--- src/verilog/sya_settings.svh ---
`ifndef SYA_SETTINGS_SVH
`define SYA_SETTINGS_SVH

// ==================================================
// Data widths
// ==================================================
`define SYA_ACT_WIDTH 8
`define SYA_WGT_WIDTH 8
`define SYA_CHN_WIDTH 16
`define SYA_IDX_WIDTH 16
`define SYA_ADDR_WIDTH 16

// ==================================================
// Array geometry
// ==================================================
`define SYA_NUM_ROW 4
`define SYA_NUM_COL 4

// One output word per anti-diagonal
`define SYA_NUM_DIAG (`SYA_NUM_ROW + `SYA_NUM_COL - 1)

// Full product plus channel growth
`define SYA_PSUM_WIDTH (`SYA_ACT_WIDTH + `SYA_WGT_WIDTH + `SYA_CHN_WIDTH)

`endif
--- src/verilog/sya_data_pkg.sv ---
`include "sya_settings.svh"

package sya_data_pkg;

    // ==================================================
    // Lanes and vectors from the global buffer
    // ==================================================
    typedef logic signed [`SYA_ACT_WIDTH-1:0] act_lane_t;
    typedef logic signed [`SYA_WGT_WIDTH-1:0] wgt_lane_t;

    typedef act_lane_t [`SYA_NUM_ROW-1:0] act_vec_t;
    typedef wgt_lane_t [`SYA_NUM_COL-1:0] wgt_vec_t;

    // ==================================================
    // Results
    // ==================================================
    typedef logic signed [`SYA_PSUM_WIDTH-1:0] psum_t;
    typedef psum_t [`SYA_NUM_ROW-1:0][`SYA_NUM_COL-1:0] psum_grid_t;

    // Requantized lanes are unsigned
    typedef logic [`SYA_NUM_ROW-1:0][`SYA_ACT_WIDTH-1:0] ofm_word_t;

    // Per-lane items travelling through the skew lines and array
    typedef struct packed {
        logic      vld;
        logic      chn_last;
        act_lane_t dat;
    } act_item_t;

    typedef struct packed {
        logic      vld;
        logic      chn_last;
        wgt_lane_t dat;
    } wgt_item_t;

endpackage

--- src/verilog/sya_cfg_pkg.sv ---
`include "sya_settings.svh"

package sya_cfg_pkg;

    // Which tile index runs in the outer loop
    typedef enum logic {
        LOOP_IFM_OUTER = 1'b0,
        LOOP_FLT_OUTER = 1'b1
    } loop_ord_t;

    // ==================================================
    // Configuration word, 129 bits, MSB first
    // ==================================================
    typedef struct packed {
        logic [`SYA_ADDR_WIDTH-1:0] ofm_base;
        logic [`SYA_ADDR_WIDTH-1:0] act_base;
        logic [`SYA_ADDR_WIDTH-1:0] wgt_base;
        logic [`SYA_IDX_WIDTH-1:0]  num_til_ifm;
        logic [`SYA_IDX_WIDTH-1:0]  num_til_flt;
        logic [`SYA_IDX_WIDTH-1:0]  num_grp;
        logic [`SYA_CHN_WIDTH-1:0]  num_chn;
        // Requantization
        logic [`SYA_ACT_WIDTH-1:0]  shift;
        logic [`SYA_ACT_WIDTH-1:0]  zp;
        loop_ord_t                  lop_ord;
    } sya_cfg_t;

endpackage

--- src/verilog/sya_drain.sv ---
`include "sya_settings.svh"

module sya_drain
    import sya_cfg_pkg::*;
    import sya_data_pkg::*;
(
    input  logic                       clk,
    input  logic                       rst_n,
    input  sya_cfg_t                   cfg,
    input  psum_grid_t                 res,
    input  logic                       res_vld,
    output ofm_word_t                  ofm_wr_dat,
    output logic [`SYA_ADDR_WIDTH-1:0] ofm_wr_addr,
    output logic                       ofm_wr_vld,
    input  logic                       ofm_wr_rdy,
    output logic                       drain_done
);

    localparam int DIAG_W = $clog2(`SYA_NUM_DIAG);
    localparam int JOB_W = 3 * `SYA_IDX_WIDTH;

    logic busy;
    logic [DIAG_W-1:0] diag;
    logic [`SYA_ADDR_WIDTH-1:0] offs;
    logic [JOB_W-1:0] grp_done;
    logic [JOB_W-1:0] job_grps;
    logic wr_fire;
    logic diag_last;

    // ReLU, then take 8 bits at the shift position and add zero point
    function automatic logic [`SYA_ACT_WIDTH-1:0] requant(
        psum_t p,
        logic [`SYA_ACT_WIDTH-1:0] shift,
        logic [`SYA_ACT_WIDTH-1:0] zp
    );
        psum_t s;
        if (p < 0) begin
            return '0;
        end
        s = p >>> shift;
        return s[`SYA_ACT_WIDTH-1:0] + zp;
    endfunction

    // ==================================================
    // Diagonal select
    // ==================================================
    always_comb begin
        ofm_wr_dat = '0;
        for (int r = 0; r < `SYA_NUM_ROW; r++) begin
            for (int c = 0; c < `SYA_NUM_COL; c++) begin
                if (r + c == int'(diag)) begin
                    ofm_wr_dat[r] = requant(res[r][c], cfg.shift, cfg.zp);
                end
            end
        end
    end

    assign ofm_wr_vld  = busy;
    assign ofm_wr_addr = cfg.ofm_base + offs;
    assign wr_fire     = busy & ofm_wr_rdy;
    assign diag_last   = (diag == DIAG_W'(`SYA_NUM_DIAG - 1));
    assign drain_done  = wr_fire & diag_last;

    // Groups in the whole job, so the address restarts for the next one
    assign job_grps = cfg.num_til_ifm * cfg.num_til_flt * cfg.num_grp;

    always_ff @(posedge clk or negedge rst_n) begin
        if (!rst_n) begin
            busy     <= 1'b0;
            diag     <= '0;
            offs     <= '0;
            grp_done <= '0;
        end else begin
            if (res_vld) begin
                busy <= 1'b1;
            end else if (drain_done) begin
                busy <= 1'b0;
            end
            if (wr_fire) begin
                diag <= diag_last ? '0 : diag + 1'b1;
                offs <= offs + 1'b1;
            end
            if (drain_done) begin
                if (grp_done == job_grps - 1'b1) begin
                    grp_done <= '0;
                    offs     <= '0;
                end else begin
                    grp_done <= grp_done + 1'b1;
                end
            end
        end
    end

endmodule

--- config.mk ---
export PLATFORM = sky130hd
export DESIGN_NAME = sya_drain
export DESIGN_NICKNAME = d
export VERILOG_FILES = /design/src/verilog/sya_data_pkg.sv /design/src/verilog/sya_cfg_pkg.sv /design/src/verilog/sya_drain.sv
export VERILOG_INCLUDE_DIRS = /design/src /design/src/verilog
export SDC_FILE = /design/constraint.sdc
export NUM_CORES = 2
export LEC_CHECK = 0
export ABC_CLOCK_PERIOD_IN_PS = 9500
export BUFFER_PORTS_ARGS = -buffer_cell sky130_fd_sc_hd__buf_2
export CAP_MARGIN = 20
export CORE_ASPECT_RATIO = 0.9
export CORE_UTILIZATION = 55
export CTS_BUF_LIST = sky130_fd_sc_hd__clkbuf_8
export DETAILED_ROUTE_END_ITERATION = 10
export PLACE_DENSITY_LB_ADDON = 0.2
export RECOVER_POWER = 100
export SETUP_SLACK_MARGIN = 0.5
export SYNTH_ARGS = -nofsm -noshare
export SYNTH_HDL_FRONTEND = slang
export SYNTH_SLANG_ARGS = --single-unit
--- constraint.sdc ---
create_clock -name clk -period 9.5 [get_ports clk]
set_input_delay 0 -clock clk [delete_from_list [all_inputs] [get_ports clk]]
set_output_delay 0 -clock clk [all_outputs]
set_load 0.02 [all_outputs]
# Word level (Yosys, flattened, before mapping)
# Index checks and enable logic that the tools add are counted.
dict set report totals {
  ff_bits 68
  input_bits 645
  output_inout_bits 50
  word_cells 158
}
dict set report op_classes {
  add_sub_neg 21
  multipliers 2
  magnitude_cmp 16
  eq_ne 8
  shift 16
  n_mux 87
  n_bitwise 2
  n_reduce_logical 2
}
# operator count
set op_table {}
lappend op_table {{less-than comparator 32 x 1 -> 1 bit, second input constant} 16}
lappend op_table {{>>> shifter 32 x 8 -> 8 bit} 16}
lappend op_table {{two-way mux 8 bit} 48}
lappend op_table {{adder 8 bit} 16}
lappend op_table {{adder 48 x 1 -> 48 bit, second input constant} 1}
lappend op_table {{equality test 48 bit} 1}
lappend op_table {{multiplier 32 x 16 -> 48 bit} 1}
lappend op_table {{two-way mux 16 bit} 3}
lappend op_table {{two-way mux 48 bit} 1}
lappend op_table {{subtractor 48 x 1 -> 48 bit, second input constant} 1}
lappend op_table {{two-way mux 1 bit} 34}
lappend op_table {{multiplier 16 x 16 -> 32 bit} 1}
lappend op_table {{adder 16 x 1 -> 16 bit, second input constant} 1}
lappend op_table {{adder 16 bit} 1}
lappend op_table {{equality test 3 bit, first input constant} 4}
lappend op_table {{equality test 2 x 3 -> 1 bit, first input constant} 2}
lappend op_table {{adder 3 x 1 -> 3 bit, second input constant} 1}
lappend op_table {{equality test 3 bit, second input constant} 1}
lappend op_table {{zero test 3 bit} 1}
lappend op_table {{two-way mux 3 bit} 1}
lappend op_table {{AND 1 bit} 2}
lappend op_table {{nonzero test 2 bit} 1}

# Longest topological paths before layout
dict set report depth {
  depth_word 8
  ltp_mapped 50
  ltp_nobuf 46
}

# Least setup slack after synthesis
# OpenSTA, ideal clock, no wires.
dict set report synth_path {
  path_type {input-to-reg}
  from {in cfg[50] (netlist bit)}
  to {reg grp_done[4]}
  setup_ns 0.126
  arrival_ns 11.663
  t_required_ns 9.374
  path_slack_ns -2.290
  stages 47
  n_path_buf 4
  cell_sequence {clkbuf_1 nand2_1 fa_1 fa_1 inv_1 fa_1 inv_1 fa_1 fa_1 fa_1 inv_1 ha_1 a21o_1 a21oi_1 nor2b_1 a31oi_1 o31a_1 a21oi_1 (+11 left out) fa_1 fa_1 fa_1 inv_1 ha_1 buf_2 a21oi_1 o21a_1 o21ai_1 a2111oi_0 nand4_1 nor4_1 nand4_1 nor4_1 nand4_1 buf_2 and3_1 a221o_1}
}
dict set report synth_between {
  elab_chain_cells 5
}
# element line_no
set synth_lines {}
lappend synth_lines {{start: declaration} sya_drain.sv:9} ;# input sya_cfg_t cfg,
lappend synth_lines {{multiplier 16 x 16 -> 32 bit} sya_drain.sv:65} ;# assign job_grps = cfg.num_til_ifm * cfg.num_til_flt * cfg.num_grp;
lappend synth_lines {{multiplier 32 x 16 -> 48 bit} sya_drain.sv:65}
lappend synth_lines {{subtractor 48 x 1 -> 48 bit} sya_drain.sv:84} ;# if (grp_done == job_grps - 1'b1) begin
lappend synth_lines {{equality test 48 bit} sya_drain.sv:84}
lappend synth_lines {{two-way mux 48 bit} sya_drain.sv:84}
lappend synth_lines {{end signal: assignment} sya_drain.sv:88} ;# grp_done <= grp_done + 1'b1;
lappend synth_lines {{end: declaration} sya_drain.sv:25} ;# logic [JOB_W-1:0] grp_done;
# Every way passes these cells.
# A chain may end at the register's enable or synchronous reset.

# Worst setup path in the final report
dict set report layout_path {
  from {in cfg[76] (netlist bit)}
  to {reg grp_done[38]}
}
# The elaborated chain is that of the path after synthesis.

==> results.yml <==
final_layout:
  final_common_cell: "o21ai_0"
  fin_nets: 9332
  final_cell_mix: "o21ai_0, inv_1, fa_1, buf_2, nand2_1"
  areaGrowthSynthToFinish_pct: 17.06
  drive_gt1_share_pct: 25.45
critical_path:
  max_stage_delay_ns: 0.61
  critPathLaunchType: "input pin"
  criticalPathCategory: "in -> reg"
  path_delay_family: "adder cells"
  critPathRequiredTime_ns: 9.74
  critPathCaptureType: "register"
  path_common_cell: "fa_1"
  crit_fanout: 10
  crit_slowest_cell: "fa_2"
  arrival_ns: 11.61
  cp_num_buf_inv: 14
  rrSetupSlack_ns: 5.37
clock_tree:
  numCtsBuffers: 9
  cts_buffer_depth: 2
  cts.sinks: 68
  cts.clk_slew.worst_paths_ns: 0.08
  clock_latency_ns: 0.35
  cts_tree: "done"
  htree_levels: 3
  cts_root_buf: "clkbuf_8"
floorplan:
  die-height_um: 303.8
  start_util_pct: 55.56
  core.rowCount: 110
  die_w_um: 337.3
  io_pins: 695
  dieArea_mm2: 0.1025
  core_mm2: 0.1002
global_routing:
  overflow: 0
  grt_pass1_vias: 55400
  track_usage_pct: 41.01
  grt_max_degree: 163
  grt_pass1_wl_um: 325100
  antenna_found_initial: 48
timing:
  hold_viol: 0
  worstMarginPinSlew_ns: 3.661
  max_freq_ghz: 0.08793
  fin_setup_tns_ns: -117.28
  min_period_ns: 11.37
  grt_setup_unrepaired: "true"
  final.setup.worst_slack_ns: -1.872
  fin_skew_ns: 0.01149
  final-max-slew-violation-count: 69
  finalCritPeriodShare_pct: 119.7
  relSlewSlack_pct: -144.1
  setup_viol_count_final: 64
yosys:
  synth_seq_cells: 68
  avgSynthCellArea_um2: 7.987
  yosysSeqAreaShare_pct: 3.057
  synth_top_cell_area_share_pct: 23.09
  synth_cell_types: 82
  syn-instance-count: 6969
  syn_nets: 8629
  async_flop_share_pct: 100.0
  synth_area_leader_cell: "fa_1"
  syn-cell-area_mm2: 0.05566
  synth_flop_cell: "dfrtp_1"
  yosys_warnings: 0
  synth_edf_count: 0
  synth_area_leaders: "fa_1, ha_1, mux2_2"
placed_design:
  hpwl_um: 175900
  gp_congestion: 1.082
  port_buffers: 645
detailed_routing:
  viasPerCell: 6.198
  via_count: 56050
  drtIter0Drc: 5527
  drc: 0
  ant_nets: 0
  firstDrtPassIters: 6
  totalWireLength_um: 214300
  wl_per_cell_um: 23.69
status:
  violations: "capacitance limit, slew limit, setup timing"
  status: "complete, but fails checks"
hold_path:
  min_path_type: "in -> reg"
run:
  maxCapViolCount: 1
[timing repair]
action                     CTS  global route
hold endpoints to repair    69             0
pin swaps                   84            22
hold buffers                 2             0
gates resized for setup    269            53
setup endpoints to repair   64            64
cloned                       4             3
buffers inserted            44             3
[synthesized netlist by cell type (all sizes together) (18+ instances only)]
master  count
o22ai      41
clkbuf    390
nor2      498
and2      402
o211ai    130
nand4      30
mux2i     397
a211oi     18
a22oi      31
xnor2     157
o21a       24
a21o       61
o21ai     816
a21oi     336
or3        45
o21bai     46
nand2b     62
o311ai     18
buf       123
mux4      107
ha        373
inv       648
and3       35
fa        642
mux2      408
nand2     606
dfrtp      68
nor2b      39
xor2      110
a21boi     27
nand3      71
nor3       53
[path summary, 6_finish.rpt]
path,start,cells after the start,end
setup / recovery,cfg[76],49,grp_done[38]
hold reg to reg,ofm_wr_vld,1,ofm_wr_vld
setup reg to reg,diag[2],13,grp_done[41]
hold / removal,ofm_wr_rdy,3,diag[2]
max in group asynchronous,rst_n,2,grp_done[7]
min in group asynchronous,rst_n,2,grp_done[46]
[worst min-delay path: cells and delay by family]
kind | cells | cell delay [ns]
AND/OR/NAND/NOR | 1 | 0.24
buffers and inverters | 1 | 0.10
AO/OA/AOI/OAI | 1 | 0.10
[sequential cells by signal, indices dropped and copies added, names as in the netlist]
name / count
diag: 3
offs: 16
grp_done: 48
ofm_wr_vld: 1
[cell families (layout without fill, tap and decap cells)]
kind of cell | after synthesis | count (layout) | share of synthesized area (%)
flip-flops | 68 | 68 | 3.057
other | 0 | 23 | 0
buffers and inverters | 1162 | 1869 | 8.027
AND/OR/NAND/NOR | 1888 | 1888 | 16.17
AO/OA/AOI/OAI | 1657 | 1657 | 17.35
multiplexers | 912 | 912 | 19.72
XOR/XNOR | 267 | 268 | 4.201
adder cells (fa/ha/maj) | 1015 | 1015 | 31.47
[routing by layer]
metal | vias to the layer above | track usage (%) | wire [um] | share of wire (%)
met2 | 2889 | 63.51 | 96240 | 45
met3 | 570 | 11.08 | 23680 | 11
met5 | - | 0 | 267 | 0.12
met1 | 27260 | 54.08 | 84130 | 39
met4 | 38 | 16.51 | 9955 | 4.6
li1 | 25290 | - | - | -
[final cells by class]
type                    instances  area, um2
inverters                     649       2454
diodes                         23      57.56
repair buffers               1204       8287
fillers                      8759      35040
flip-flops and latches         68       1702
clock inverters                 5      51.30
well taps                    1344       1682
clock buffers                  11      151.4
multi-input cells            5740      50780
[through the flow]
step | util, % | std cells | hold slack (ns) | instance area, um2 | worst slack (ns)
finish | 65.03 | 9044 | 0.1401 | 65160 | -1.872
global route | 65.00 | 9031 | 0.1375 | 65130 | -2.321
CTS | 64.65 | 9014 | 0.1051 | 64780 | -1.686
detailed placement | 62.84 | 8948 | 0.1612 | 62970 | -2.516
global placement | 62.84 | 8948 | 0.1516 | 62970 | -2.424
floorplan | - | 6969 | -0.2956 | 56110 | -1.343
Power is not shown: default switching activity piles up to over one toggle a cycle in this logic, so the estimate is an artifact.
