### config.mk
export PLATFORM = sky130hd
export DESIGN_NAME = sya_loop_ctrl
export DESIGN_NICKNAME = d
export VERILOG_FILES = /design/src/verilog/sya_cfg_pkg.sv /design/src/verilog/sya_loop_ctrl.sv
export VERILOG_INCLUDE_DIRS = /design/src /design/src/verilog
export SDC_FILE = /design/constraint.sdc
export NUM_CORES = 2
export LEC_CHECK = 0
export BUFFER_PORTS_ARGS = -buffer_cell sky130_fd_sc_hd__buf_2
export CORE_UTILIZATION = 56
export DETAILED_ROUTE_END_ITERATION = 7
export GPL_TIMING_DRIVEN = 0
export PLACE_DENSITY = 0.79
export SLEW_MARGIN = 20
export SYNTH_ARGS = -nofsm -noshare
export SYNTH_HDL_FRONTEND = slang
export SYNTH_SLANG_ARGS = --single-unit
### constraint.sdc
create_clock -name clk -period 11.5 [get_ports clk]
set_clock_uncertainty 0.15 [all_clocks]
set_input_delay 0.575 -clock clk [delete_from_list [all_inputs] [get_ports clk]]
set_output_delay 0.575 -clock clk [all_outputs]
set_load 0.02 [all_outputs]
### src/verilog/sya_settings.svh
`ifndef SYA_SETTINGS_SVH
`define SYA_SETTINGS_SVH

// ==================================================
// Data widths
// ==================================================
`define SYA_ACT_WIDTH 8
`define SYA_WGT_WIDTH 8
`define SYA_CHN_WIDTH 16
`define SYA_IDX_WIDTH 16
`define SYA_ADDR_WIDTH 16

// ==================================================
// Array geometry
// ==================================================
`define SYA_NUM_ROW 4
`define SYA_NUM_COL 4

// One output word per anti-diagonal
`define SYA_NUM_DIAG (`SYA_NUM_ROW + `SYA_NUM_COL - 1)

// Full product plus channel growth
`define SYA_PSUM_WIDTH (`SYA_ACT_WIDTH + `SYA_WGT_WIDTH + `SYA_CHN_WIDTH)

`endif
### src/verilog/sya_cfg_pkg.sv
`include "sya_settings.svh"

package sya_cfg_pkg;

    // Which tile index runs in the outer loop
    typedef enum logic {
        LOOP_IFM_OUTER = 1'b0,
        LOOP_FLT_OUTER = 1'b1
    } loop_ord_t;

    // ==================================================
    // Configuration word, 129 bits, MSB first
    // ==================================================
    typedef struct packed {
        logic [`SYA_ADDR_WIDTH-1:0] ofm_base;
        logic [`SYA_ADDR_WIDTH-1:0] act_base;
        logic [`SYA_ADDR_WIDTH-1:0] wgt_base;
        logic [`SYA_IDX_WIDTH-1:0]  num_til_ifm;
        logic [`SYA_IDX_WIDTH-1:0]  num_til_flt;
        logic [`SYA_IDX_WIDTH-1:0]  num_grp;
        logic [`SYA_CHN_WIDTH-1:0]  num_chn;
        // Requantization
        logic [`SYA_ACT_WIDTH-1:0]  shift;
        logic [`SYA_ACT_WIDTH-1:0]  zp;
        loop_ord_t                  lop_ord;
    } sya_cfg_t;

endpackage

### src/verilog/sya_loop_ctrl.sv
`include "sya_settings.svh"

module sya_loop_ctrl
    import sya_cfg_pkg::*;
(
    input  logic                       clk,
    input  logic                       rst_n,
    input  logic                       cfg_vld,
    output logic                       cfg_rdy,
    input  sya_cfg_t                   cfg_info,
    output logic [`SYA_ADDR_WIDTH-1:0] act_rd_addr,
    output logic [`SYA_ADDR_WIDTH-1:0] wgt_rd_addr,
    output logic                       addr_vld,
    input  logic                       act_addr_rdy,
    input  logic                       wgt_addr_rdy,
    input  logic                       rd_dat_vld,
    output logic                       rd_last,
    input  logic                       drain_done,
    output sya_cfg_t                   cfg
);

    localparam int FLAG_DEPTH = 16;
    localparam int PTR_W = $clog2(FLAG_DEPTH);

    logic run;
    logic all_issued;
    logic [`SYA_CHN_WIDTH-1:0] chn;
    logic [`SYA_IDX_WIDTH-1:0] grp;
    logic [`SYA_IDX_WIDTH-1:0] til_ifm;
    logic [`SYA_IDX_WIDTH-1:0] til_flt;
    logic ovf_chn, ovf_grp, ovf_ifm, ovf_flt;
    logic inc_grp, inc_ifm, inc_flt;
    logic accept, fire, in_last, pending, job_last;
    logic flag_mem [FLAG_DEPTH];
    logic [PTR_W-1:0] wr_ptr;
    logic [PTR_W-1:0] rd_ptr;
    logic [PTR_W:0] flag_cnt;

    assign cfg_rdy = ~run;
    assign accept  = cfg_vld & cfg_rdy;

    // ==================================================
    // Loop counters and carries
    // ==================================================
    assign ovf_chn = (chn == cfg.num_chn - 1'b1);
    assign ovf_grp = (grp == cfg.num_grp - 1'b1);
    assign ovf_ifm = (til_ifm == cfg.num_til_ifm - 1'b1);
    assign ovf_flt = (til_flt == cfg.num_til_flt - 1'b1);
    assign in_last = ovf_chn;

    // Last channel waits until the previous group has drained
    assign addr_vld = run & ~all_issued & ~(in_last & pending) & (flag_cnt != FLAG_DEPTH);
    assign fire     = addr_vld & act_addr_rdy & wgt_addr_rdy;

    always_comb begin
        inc_grp = fire & ovf_chn;
        if (cfg.lop_ord == LOOP_IFM_OUTER) begin
            inc_flt = inc_grp & ovf_grp;
            inc_ifm = inc_flt & ovf_flt;
        end else begin
            inc_ifm = inc_grp & ovf_grp;
            inc_flt = inc_ifm & ovf_ifm;
        end
    end

    assign job_last = inc_grp & ovf_grp & ovf_flt & ovf_ifm;

    assign act_rd_addr = cfg.act_base + cfg.num_chn * cfg.num_grp * til_ifm
                       + cfg.num_chn * grp + chn;
    assign wgt_rd_addr = cfg.wgt_base + cfg.num_chn * cfg.num_grp * til_flt
                       + cfg.num_chn * grp + chn;

    always_ff @(posedge clk) begin
        if (accept) begin
            cfg <= cfg_info;
        end
    end

    always_ff @(posedge clk or negedge rst_n) begin
        if (!rst_n) begin
            run        <= 1'b0;
            all_issued <= 1'b0;
            chn        <= '0;
            grp        <= '0;
            til_ifm    <= '0;
            til_flt    <= '0;
        end else if (accept) begin
            run        <= 1'b1;
            all_issued <= 1'b0;
            chn        <= '0;
            grp        <= '0;
            til_ifm    <= '0;
            til_flt    <= '0;
        end else begin
            if (fire) begin
                chn <= ovf_chn ? '0 : chn + 1'b1;
            end
            if (inc_grp) begin
                grp <= ovf_grp ? '0 : grp + 1'b1;
            end
            if (inc_ifm) begin
                til_ifm <= ovf_ifm ? '0 : til_ifm + 1'b1;
            end
            if (inc_flt) begin
                til_flt <= ovf_flt ? '0 : til_flt + 1'b1;
            end
            if (job_last) begin
                all_issued <= 1'b1;
            end
            // Back to idle once the final group is written out
            if (drain_done && all_issued) begin
                run <= 1'b0;
            end
        end
    end

    // Last channel issued, results not yet drained
    always_ff @(posedge clk or negedge rst_n) begin
        if (!rst_n) begin
            pending <= 1'b0;
        end else if (fire && in_last) begin
            pending <= 1'b1;
        end else if (drain_done) begin
            pending <= 1'b0;
        end
    end

    // ==================================================
    // chn_last flags for returned data, in issue order
    // ==================================================
    always_ff @(posedge clk) begin
        if (fire) begin
            flag_mem[wr_ptr] <= in_last;
        end
    end

    always_ff @(posedge clk or negedge rst_n) begin
        if (!rst_n) begin
            wr_ptr   <= '0;
            rd_ptr   <= '0;
            flag_cnt <= '0;
        end else begin
            if (fire) begin
                wr_ptr <= wr_ptr + 1'b1;
            end
            if (rd_dat_vld) begin
                rd_ptr <= rd_ptr + 1'b1;
            end
            case ({fire, rd_dat_vld})
                2'b10:   flag_cnt <= flag_cnt + 1'b1;
                2'b01:   flag_cnt <= flag_cnt - 1'b1;
                default: flag_cnt <= flag_cnt;
            endcase
        end
    end

    assign rd_last = flag_mem[rd_ptr];

endmodule

Word level (Yosys, flattened, before mapping)
Memories as Yosys holds them, arrays and structs flattened. Cells that the tools add are included. W data, S select, Z words.

Bits in registers: 209. Memories: 1. Output and inout bits: 164. Word-level logic and storage cells: 98. Bits in writable memories: 16. Input port bits: 136.

Equal/unequal tests: 7. Mux-type cells: 23. Reduce and logical (&&, ||, !) cells: 10. Bitwise operators: 15. $mul: 4. Add/subtract/negate cells: 18.

Memory list: flag_mem (depth 16, bits a word 1, rd ports 1, clocked after memory_dff 0, write ports 1, line sya_loop_ctrl.sv:34) `logic flag_mem [FLAG_DEPTH];`.

Operators with widths (number): $mux W16 (12); $add A16 B16 Y16 (6); $add A16 B1 Y16 const B (4); $eq A16 B16 Y1 (4); $mul A16 B16 Y16 (4); $sub A16 B1 Y16 const B (4); $reduce_bool A2 Y1 (8); $and A1 B1 Y1 (12); $mux W1 (10); $pmux W5 S2 (1); $add A4 B1 Y4 const B (2); $add A5 B1 Y5 const B (1); $ne A5 B5 Y1 const B (1); $sub A5 B1 Y5 const B (1); $not A1 Y1 (3); $eq A2 B1 Y1 const B (1); $eq A2 B2 Y1 const B (1); $logic_and A1 B1 Y1 (2).

Logic depth before layout (Yosys ltp)
Depth in word-level cells: 14. Gate-level depth with buffers: 44. Mapped depth without buffers: 40.

Worst setup path before layout
Ideal clock, no wire load.

Path type: reg2out. From: reg cfg[25] (netlist name). To: out wgt_rd_addr[15]. Data arrival time: 10714 ps. Path buffers: 2. Data required time: 10775 ps. Stages on the path, launching flop included: 39. Setup slack: 61 ps. Path through: edfxtp_1 > clkbuf_1 > clkbuf_1 > nand2_1 > fa_1 > fa_1 > fa_1 > inv_1 > ha_1 > inv_1 > fa_1 > fa_1 > inv_1 > ha_1 > or3_1 > o32ai_1 > o21ai_0 > xor2_1 > [... 3 more ...] > fa_1 > inv_1 > fa_1 > fa_1 > inv_1 > fa_1 > inv_1 > fa_1 > xnor2_1 > xnor2_1 > xnor2_1 > xnor2_1 > xnor2_1 > xnor3_1 > xnor2_1 > xnor3_1 > xor3_1 > xnor3_1.

Longest elaborated chain between the ends: 5. Elaborated cells between the ends (all ways): 6. Those cells by class: 3 x add/sub; 3 x mul.

RTL lines: from (decl) (line sya_loop_ctrl.sv:19) `output sya_cfg_t cfg`; from (signal assigned) (line sya_loop_ctrl.sv:75) `cfg <= cfg_info;`; $mul A16 B16 Y16 (2 in a row) (line sya_loop_ctrl.sv:70) `assign wgt_rd_addr = cfg.wgt_base + cfg.num_chn * cfg.num_grp * til_flt`; $add A16 B16 Y16 (line sya_loop_ctrl.sv:70); $add A16 B16 Y16 (*) (2 in a row) (line sya_loop_ctrl.sv:71) `+ cfg.num_chn * grp + chn;`; to (decl) (line sya_loop_ctrl.sv:12) `` output logic [`SYA_ADDR_WIDTH-1:0] wgt_rd_addr, ``.

Every way passes the cells marked *; elsewhere a longest branch is shown, timed or not.

Worst setup path after layout
From: reg cfg[22] (netlist name). To: out act_rd_addr[15].

Longest elaborated chain between the ends: 5. Elaborated cells between the ends (all ways): 6. Those cells by class: 3 x add/sub; 3 x mul.

RTL lines: $mul A16 B16 Y16 (2 in a row) (line sya_loop_ctrl.sv:68) `assign act_rd_addr = cfg.act_base + cfg.num_chn * cfg.num_grp * til_ifm`; $add A16 B16 Y16 (line sya_loop_ctrl.sv:68); $add A16 B16 Y16 (*) (2 in a row) (line sya_loop_ctrl.sv:69) `+ cfg.num_chn * grp + chn;`; to (decl) (line sya_loop_ctrl.sv:11) `` output logic [`SYA_ADDR_WIDTH-1:0] act_rd_addr, ``.

Marked as above.

==> flow_summary.json <==
{
  "nNetsFinal": 4232,
  "rr_worst_depth": 23,
  "first_pass_iters": 5,
  "pwr-share-seq": 0.404,
  "synth_top_area_cell": "fa_1",
  "peakVddDrop_mv": 0.155,
  "grt-ovfl-total": 0,
  "synth_edf_count": 145,
  "hold_viol": 0,
  "worstSetupPathType": "reg -> out",
  "drtIter0Drc": 2089,
  "crit_arrival_ps": 11280,
  "synth_area_per_cell_sq_um": 9.55,
  "fp.dieH_microns": 230,
  "hpwl_microns": 63900,
  "r2r_slack_ps": 5470,
  "cts_buffers": 27,
  "slew_headroom": 0.219,
  "worst_hold_path_type": "in -> reg",
  "worstHoldEndpoint": "cfg[71]",
  "worst_pin_slew_ps": 1170,
  "slowest_stage": "fa_1",
  "start_util": 0.566,
  "netlist_area_sq_um": 29000,
  "critPathMaxFanout": 10,
  "synthFlopType": "edfxtp_1",
  "drc": 0,
  "gp_congestion": 0.961,
  "fill_cells": 4018,
  "synth.distinct_cells": 77,
  "total_power_w": 0.00234,
  "yosysWarnings": 0,
  "synth_nets": 3802,
  "min_period_ps": 12010,
  "violations": "negative setup slack",
  "grt_pass1_wl_microns": 133000,
  "timing.rr.end": "flag_cnt[4]",
  "track_usage": 0.329,
  "p_int_w": 0.00165,
  "ys_seq_elements": 225,
  "cts_root_buf": "clkbuf_16",
  "vias": 23300,
  "crit_top_cell": "fa_1",
  "yosys-top-cells-area": "fa_1, edfxtp_1, ha_1, inv_1, dfrtp_1",
  "p_per_area_nw_per_um2": 68.9,
  "first_global_vias": 24000,
  "rsz0062_at_grt": "yes",
  "wirelength_microns": 85300,
  "ant_nets": 0,
  "p_comb_frac": 0.214,
  "ios": 300,
  "clk_latency_ps": 570,
  "p_switching_w": 0.000690,
  "worst_hold_startpoint": "cfg_info[71]",
  "finalSetupViolCount": 2,
  "vias_per_cell": 5.58,
  "cp_slowest_stage_delay_ps": 550,
  "die_w_microns": 230,
  "antenna_found_initial": 1,
  "clockBufferDepth": 3,
  "async_reset_ff_frac": 0.356,
  "clkSinkCount": 225,
  "max_freq_mhz": 83.3,
  "p_sw_frac": 0.295,
  "rows": 83,
  "drive_gt1_frac": 0.148,
  "grt_start_max_net_pins": 69,
  "fp.coreArea_sq_um": 51300,
  "period_share": 1.04,
  "clkSlewWorstSetupHoldPaths_ps": 60,
  "setup_slack_ps": -505,
  "startpoint_type": "flop",
  "cts_tree": "done",
  "wl_per_cell_microns": 20.4,
  "synthCells": 3040,
  "htreeDepth": 1,
  "io_buffers": 299,
  "instances_no_fill": 4175,
  "place_inst": 4021,
  "timing.rr.start": "cfg[17]",
  "area_delta_synth_final_pct": 16.8,
  "cap_violations": 0,
  "synth_top_area_frac": 0.279,
  "dieArea_sq_um": 52800,
  "place_ws_ps": -2420,
  "status": "finished with violations",
  "endpoint_kind": "primary output",
  "drv_slew": 0,
  "synth_seq_area_share": 0.219,
  "hold-path-cell-count": 1,
  "required_ps": 10780,
  "p_leak_nw": 16.0,
  "clkPwrFrac": 0.382
}
==> area by class of cell <==
type                            count  area [sq um]  share of cell area
Inverter                          595          2240              0.0660
Sequential cell                   225          6360               0.187
Timing Repair Buffer              416          2620              0.0772
Tap cell                          680           851              0.0251
Clock inverter                     17           185             0.00546
Clock buffer                       32           714              0.0211
Antenna cell                        5          12.5            0.000369
Buffer                            137           732              0.0216
Multi-Input combinational cell   2068         20200               0.596
==> worst max-delay path by stage <==
stage / start / end / slack, ps
floorplan: cfg[25] / wgt_rd_addr[15] / 60
global placement: cfg[17] / wgt_rd_addr[15] / -2440
detailed placement: cfg[17] / wgt_rd_addr[15] / -2420
global route: cfg[21] / wgt_rd_addr[15] / -780
CTS: cfg[23] / act_rd_addr[15] / -410
finish: cfg[22] / act_rd_addr[15] / -510
==> cell usage in the layout (no fill, tap or decap), types with 28 or more instances in the layout <==
master / Yosys / layout
nand2b_1: 39 / 39
nor2_1: 84 / 82
clkbuf_16: 0 / 28
xnor2_1: 182 / 171
clkbuf_1: 138 / 95
dfrtp_1: 80 / 80
nor3_1: 29 / 29
ha_1: 221 / 216
dlygate4sd3_1: 0 / 54
fa_1: 405 / 401
and3_1: 60 / 60
and2_1: 249 / 249
edfxtp_1: 145 / 145
nor2b_1: 35 / 35
inv_1: 594 / 593
buf_2: 9 / 306
xor2_1: 68 / 65
a21oi_1: 51 / 45
buf_4: 4 / 59
nand3_1: 42 / 42
nand2_1: 299 / 298
o21ai_0: 77 / 73
==> power by group through the flow <==
stage | Clock (W) | Combinational (W) | Sequential, W
6_report | 0.000892 | 0.000500 | 0.000944
5_1_grt | 0.000929 | 0.000568 | 0.000947
4_1_cts | 0.000903 | 0.000503 | 0.000943
3_5_place_dp | 0 | 0.000483 | 0.000959
3_3_place_gp | 0 | 0.000463 | 0.000956
2_1_floorplan | 0 | 0.000348 | 0.000938
==> stage by stage <==
| stage | setup TNS [ps] | utilization | cell area [sq um] | hold WS (ps) |
|---|---|---|---|---|
| after CTS | -804 | 0.659 | 33800 | 0.0165 |
| after detailed placement | -15230 | 0.613 | 31500 | 309 |
| after global placement | -14300 | 0.612 | 31400 | 308 |
| after global routing | -1620 | 0.661 | 33900 | 10.7 |
| after floorplan | 0 | - | 29000 | 129 |
| final | -946 | 0.661 | 33900 | 25.1 |
==> sequential cells by signal, indices dropped and copies added (netlist names) <==
| register | flops |
|---|---|
| grp | 16 |
| all_issued | 1 |
| rd_ptr | 4 |
| flag_mem | 16 |
| til_flt | 16 |
| chn | 16 |
| run | 1 |
| pending | 1 |
| wr_ptr | 4 |
| cfg | 129 |
| til_ifm | 16 |
| flag_cnt | 5 |
==> kinds of logic (layout without fill, tap and decap cells) <==
group | after synthesis | in the layout | synth area share
buffers and inverters | 747 | 1197 | 0.0974
other | 0 | 5 | 0
adders and majority gates | 626 | 626 | 0.374
AOI/OAI and AO/OA | 246 | 246 | 0.0526
DFF | 225 | 225 | 0.219
and+or+nand+nor | 917 | 917 | 0.165
muxes | 19 | 19 | 0.00887
xor gates and xnor gates | 260 | 260 | 0.0832
==> metal layers <==
metal,track usage,routed length (microns)
met1,0.438,32900
met2,0.508,37900
met3,0.0792,9660
met4,0.160,4770
met5,0,12
==> worst max-delay path, delay by kind of cell, from the launching register on <==
family | cells | cell delay [ps]
fa+ha+maj | 13 | 5750
xor+xnor | 11 | 2200
buf+inv | 10 | 1110
simple gates | 3 | 670
flops | 1 | 520
compound gates | 2 | 450
==> synthesized netlist by cell type, types with 4 or more instances <==
master and instances:
nor2b_1 35, and2_1 249, o21ai_1 19, fa_1 405, nand2b_1 39, mux2i_1 10
xnor3_1 9, mux4_2 5, edfxtp_1 145, dfrtp_1 80, buf_2 9, o31ai_1 11
or3_1 11, nor4_1 15, nor2_1 84, a31oi_1 10, or4_1 8, clkbuf_1 138
a211oi_1 9, or2_2 6, nand3_1 42, a21o_1 10, buf_4 4, mux2_2 4
o21bai_1 6, o21ai_0 77, ha_1 221, o32ai_1 4, xor2_1 68, o21a_1 9
nand4_1 10, a21oi_1 51, and4_1 5, nand2_1 299, nor3_1 29, nand3b_1 4
and3_1 60, xnor2_1 182, inv_1 594, a21boi_0 6
==> timing repair <==
item,CTS,global route
buffers inserted,60,0
pin swaps,40,11
hold buffers,54,0
resized for setup,120,24
setup endpoints to repair,18,6
cloned,1,0
endpoints found under the hold margin,78,0
(Power assumes the default switching activity.)
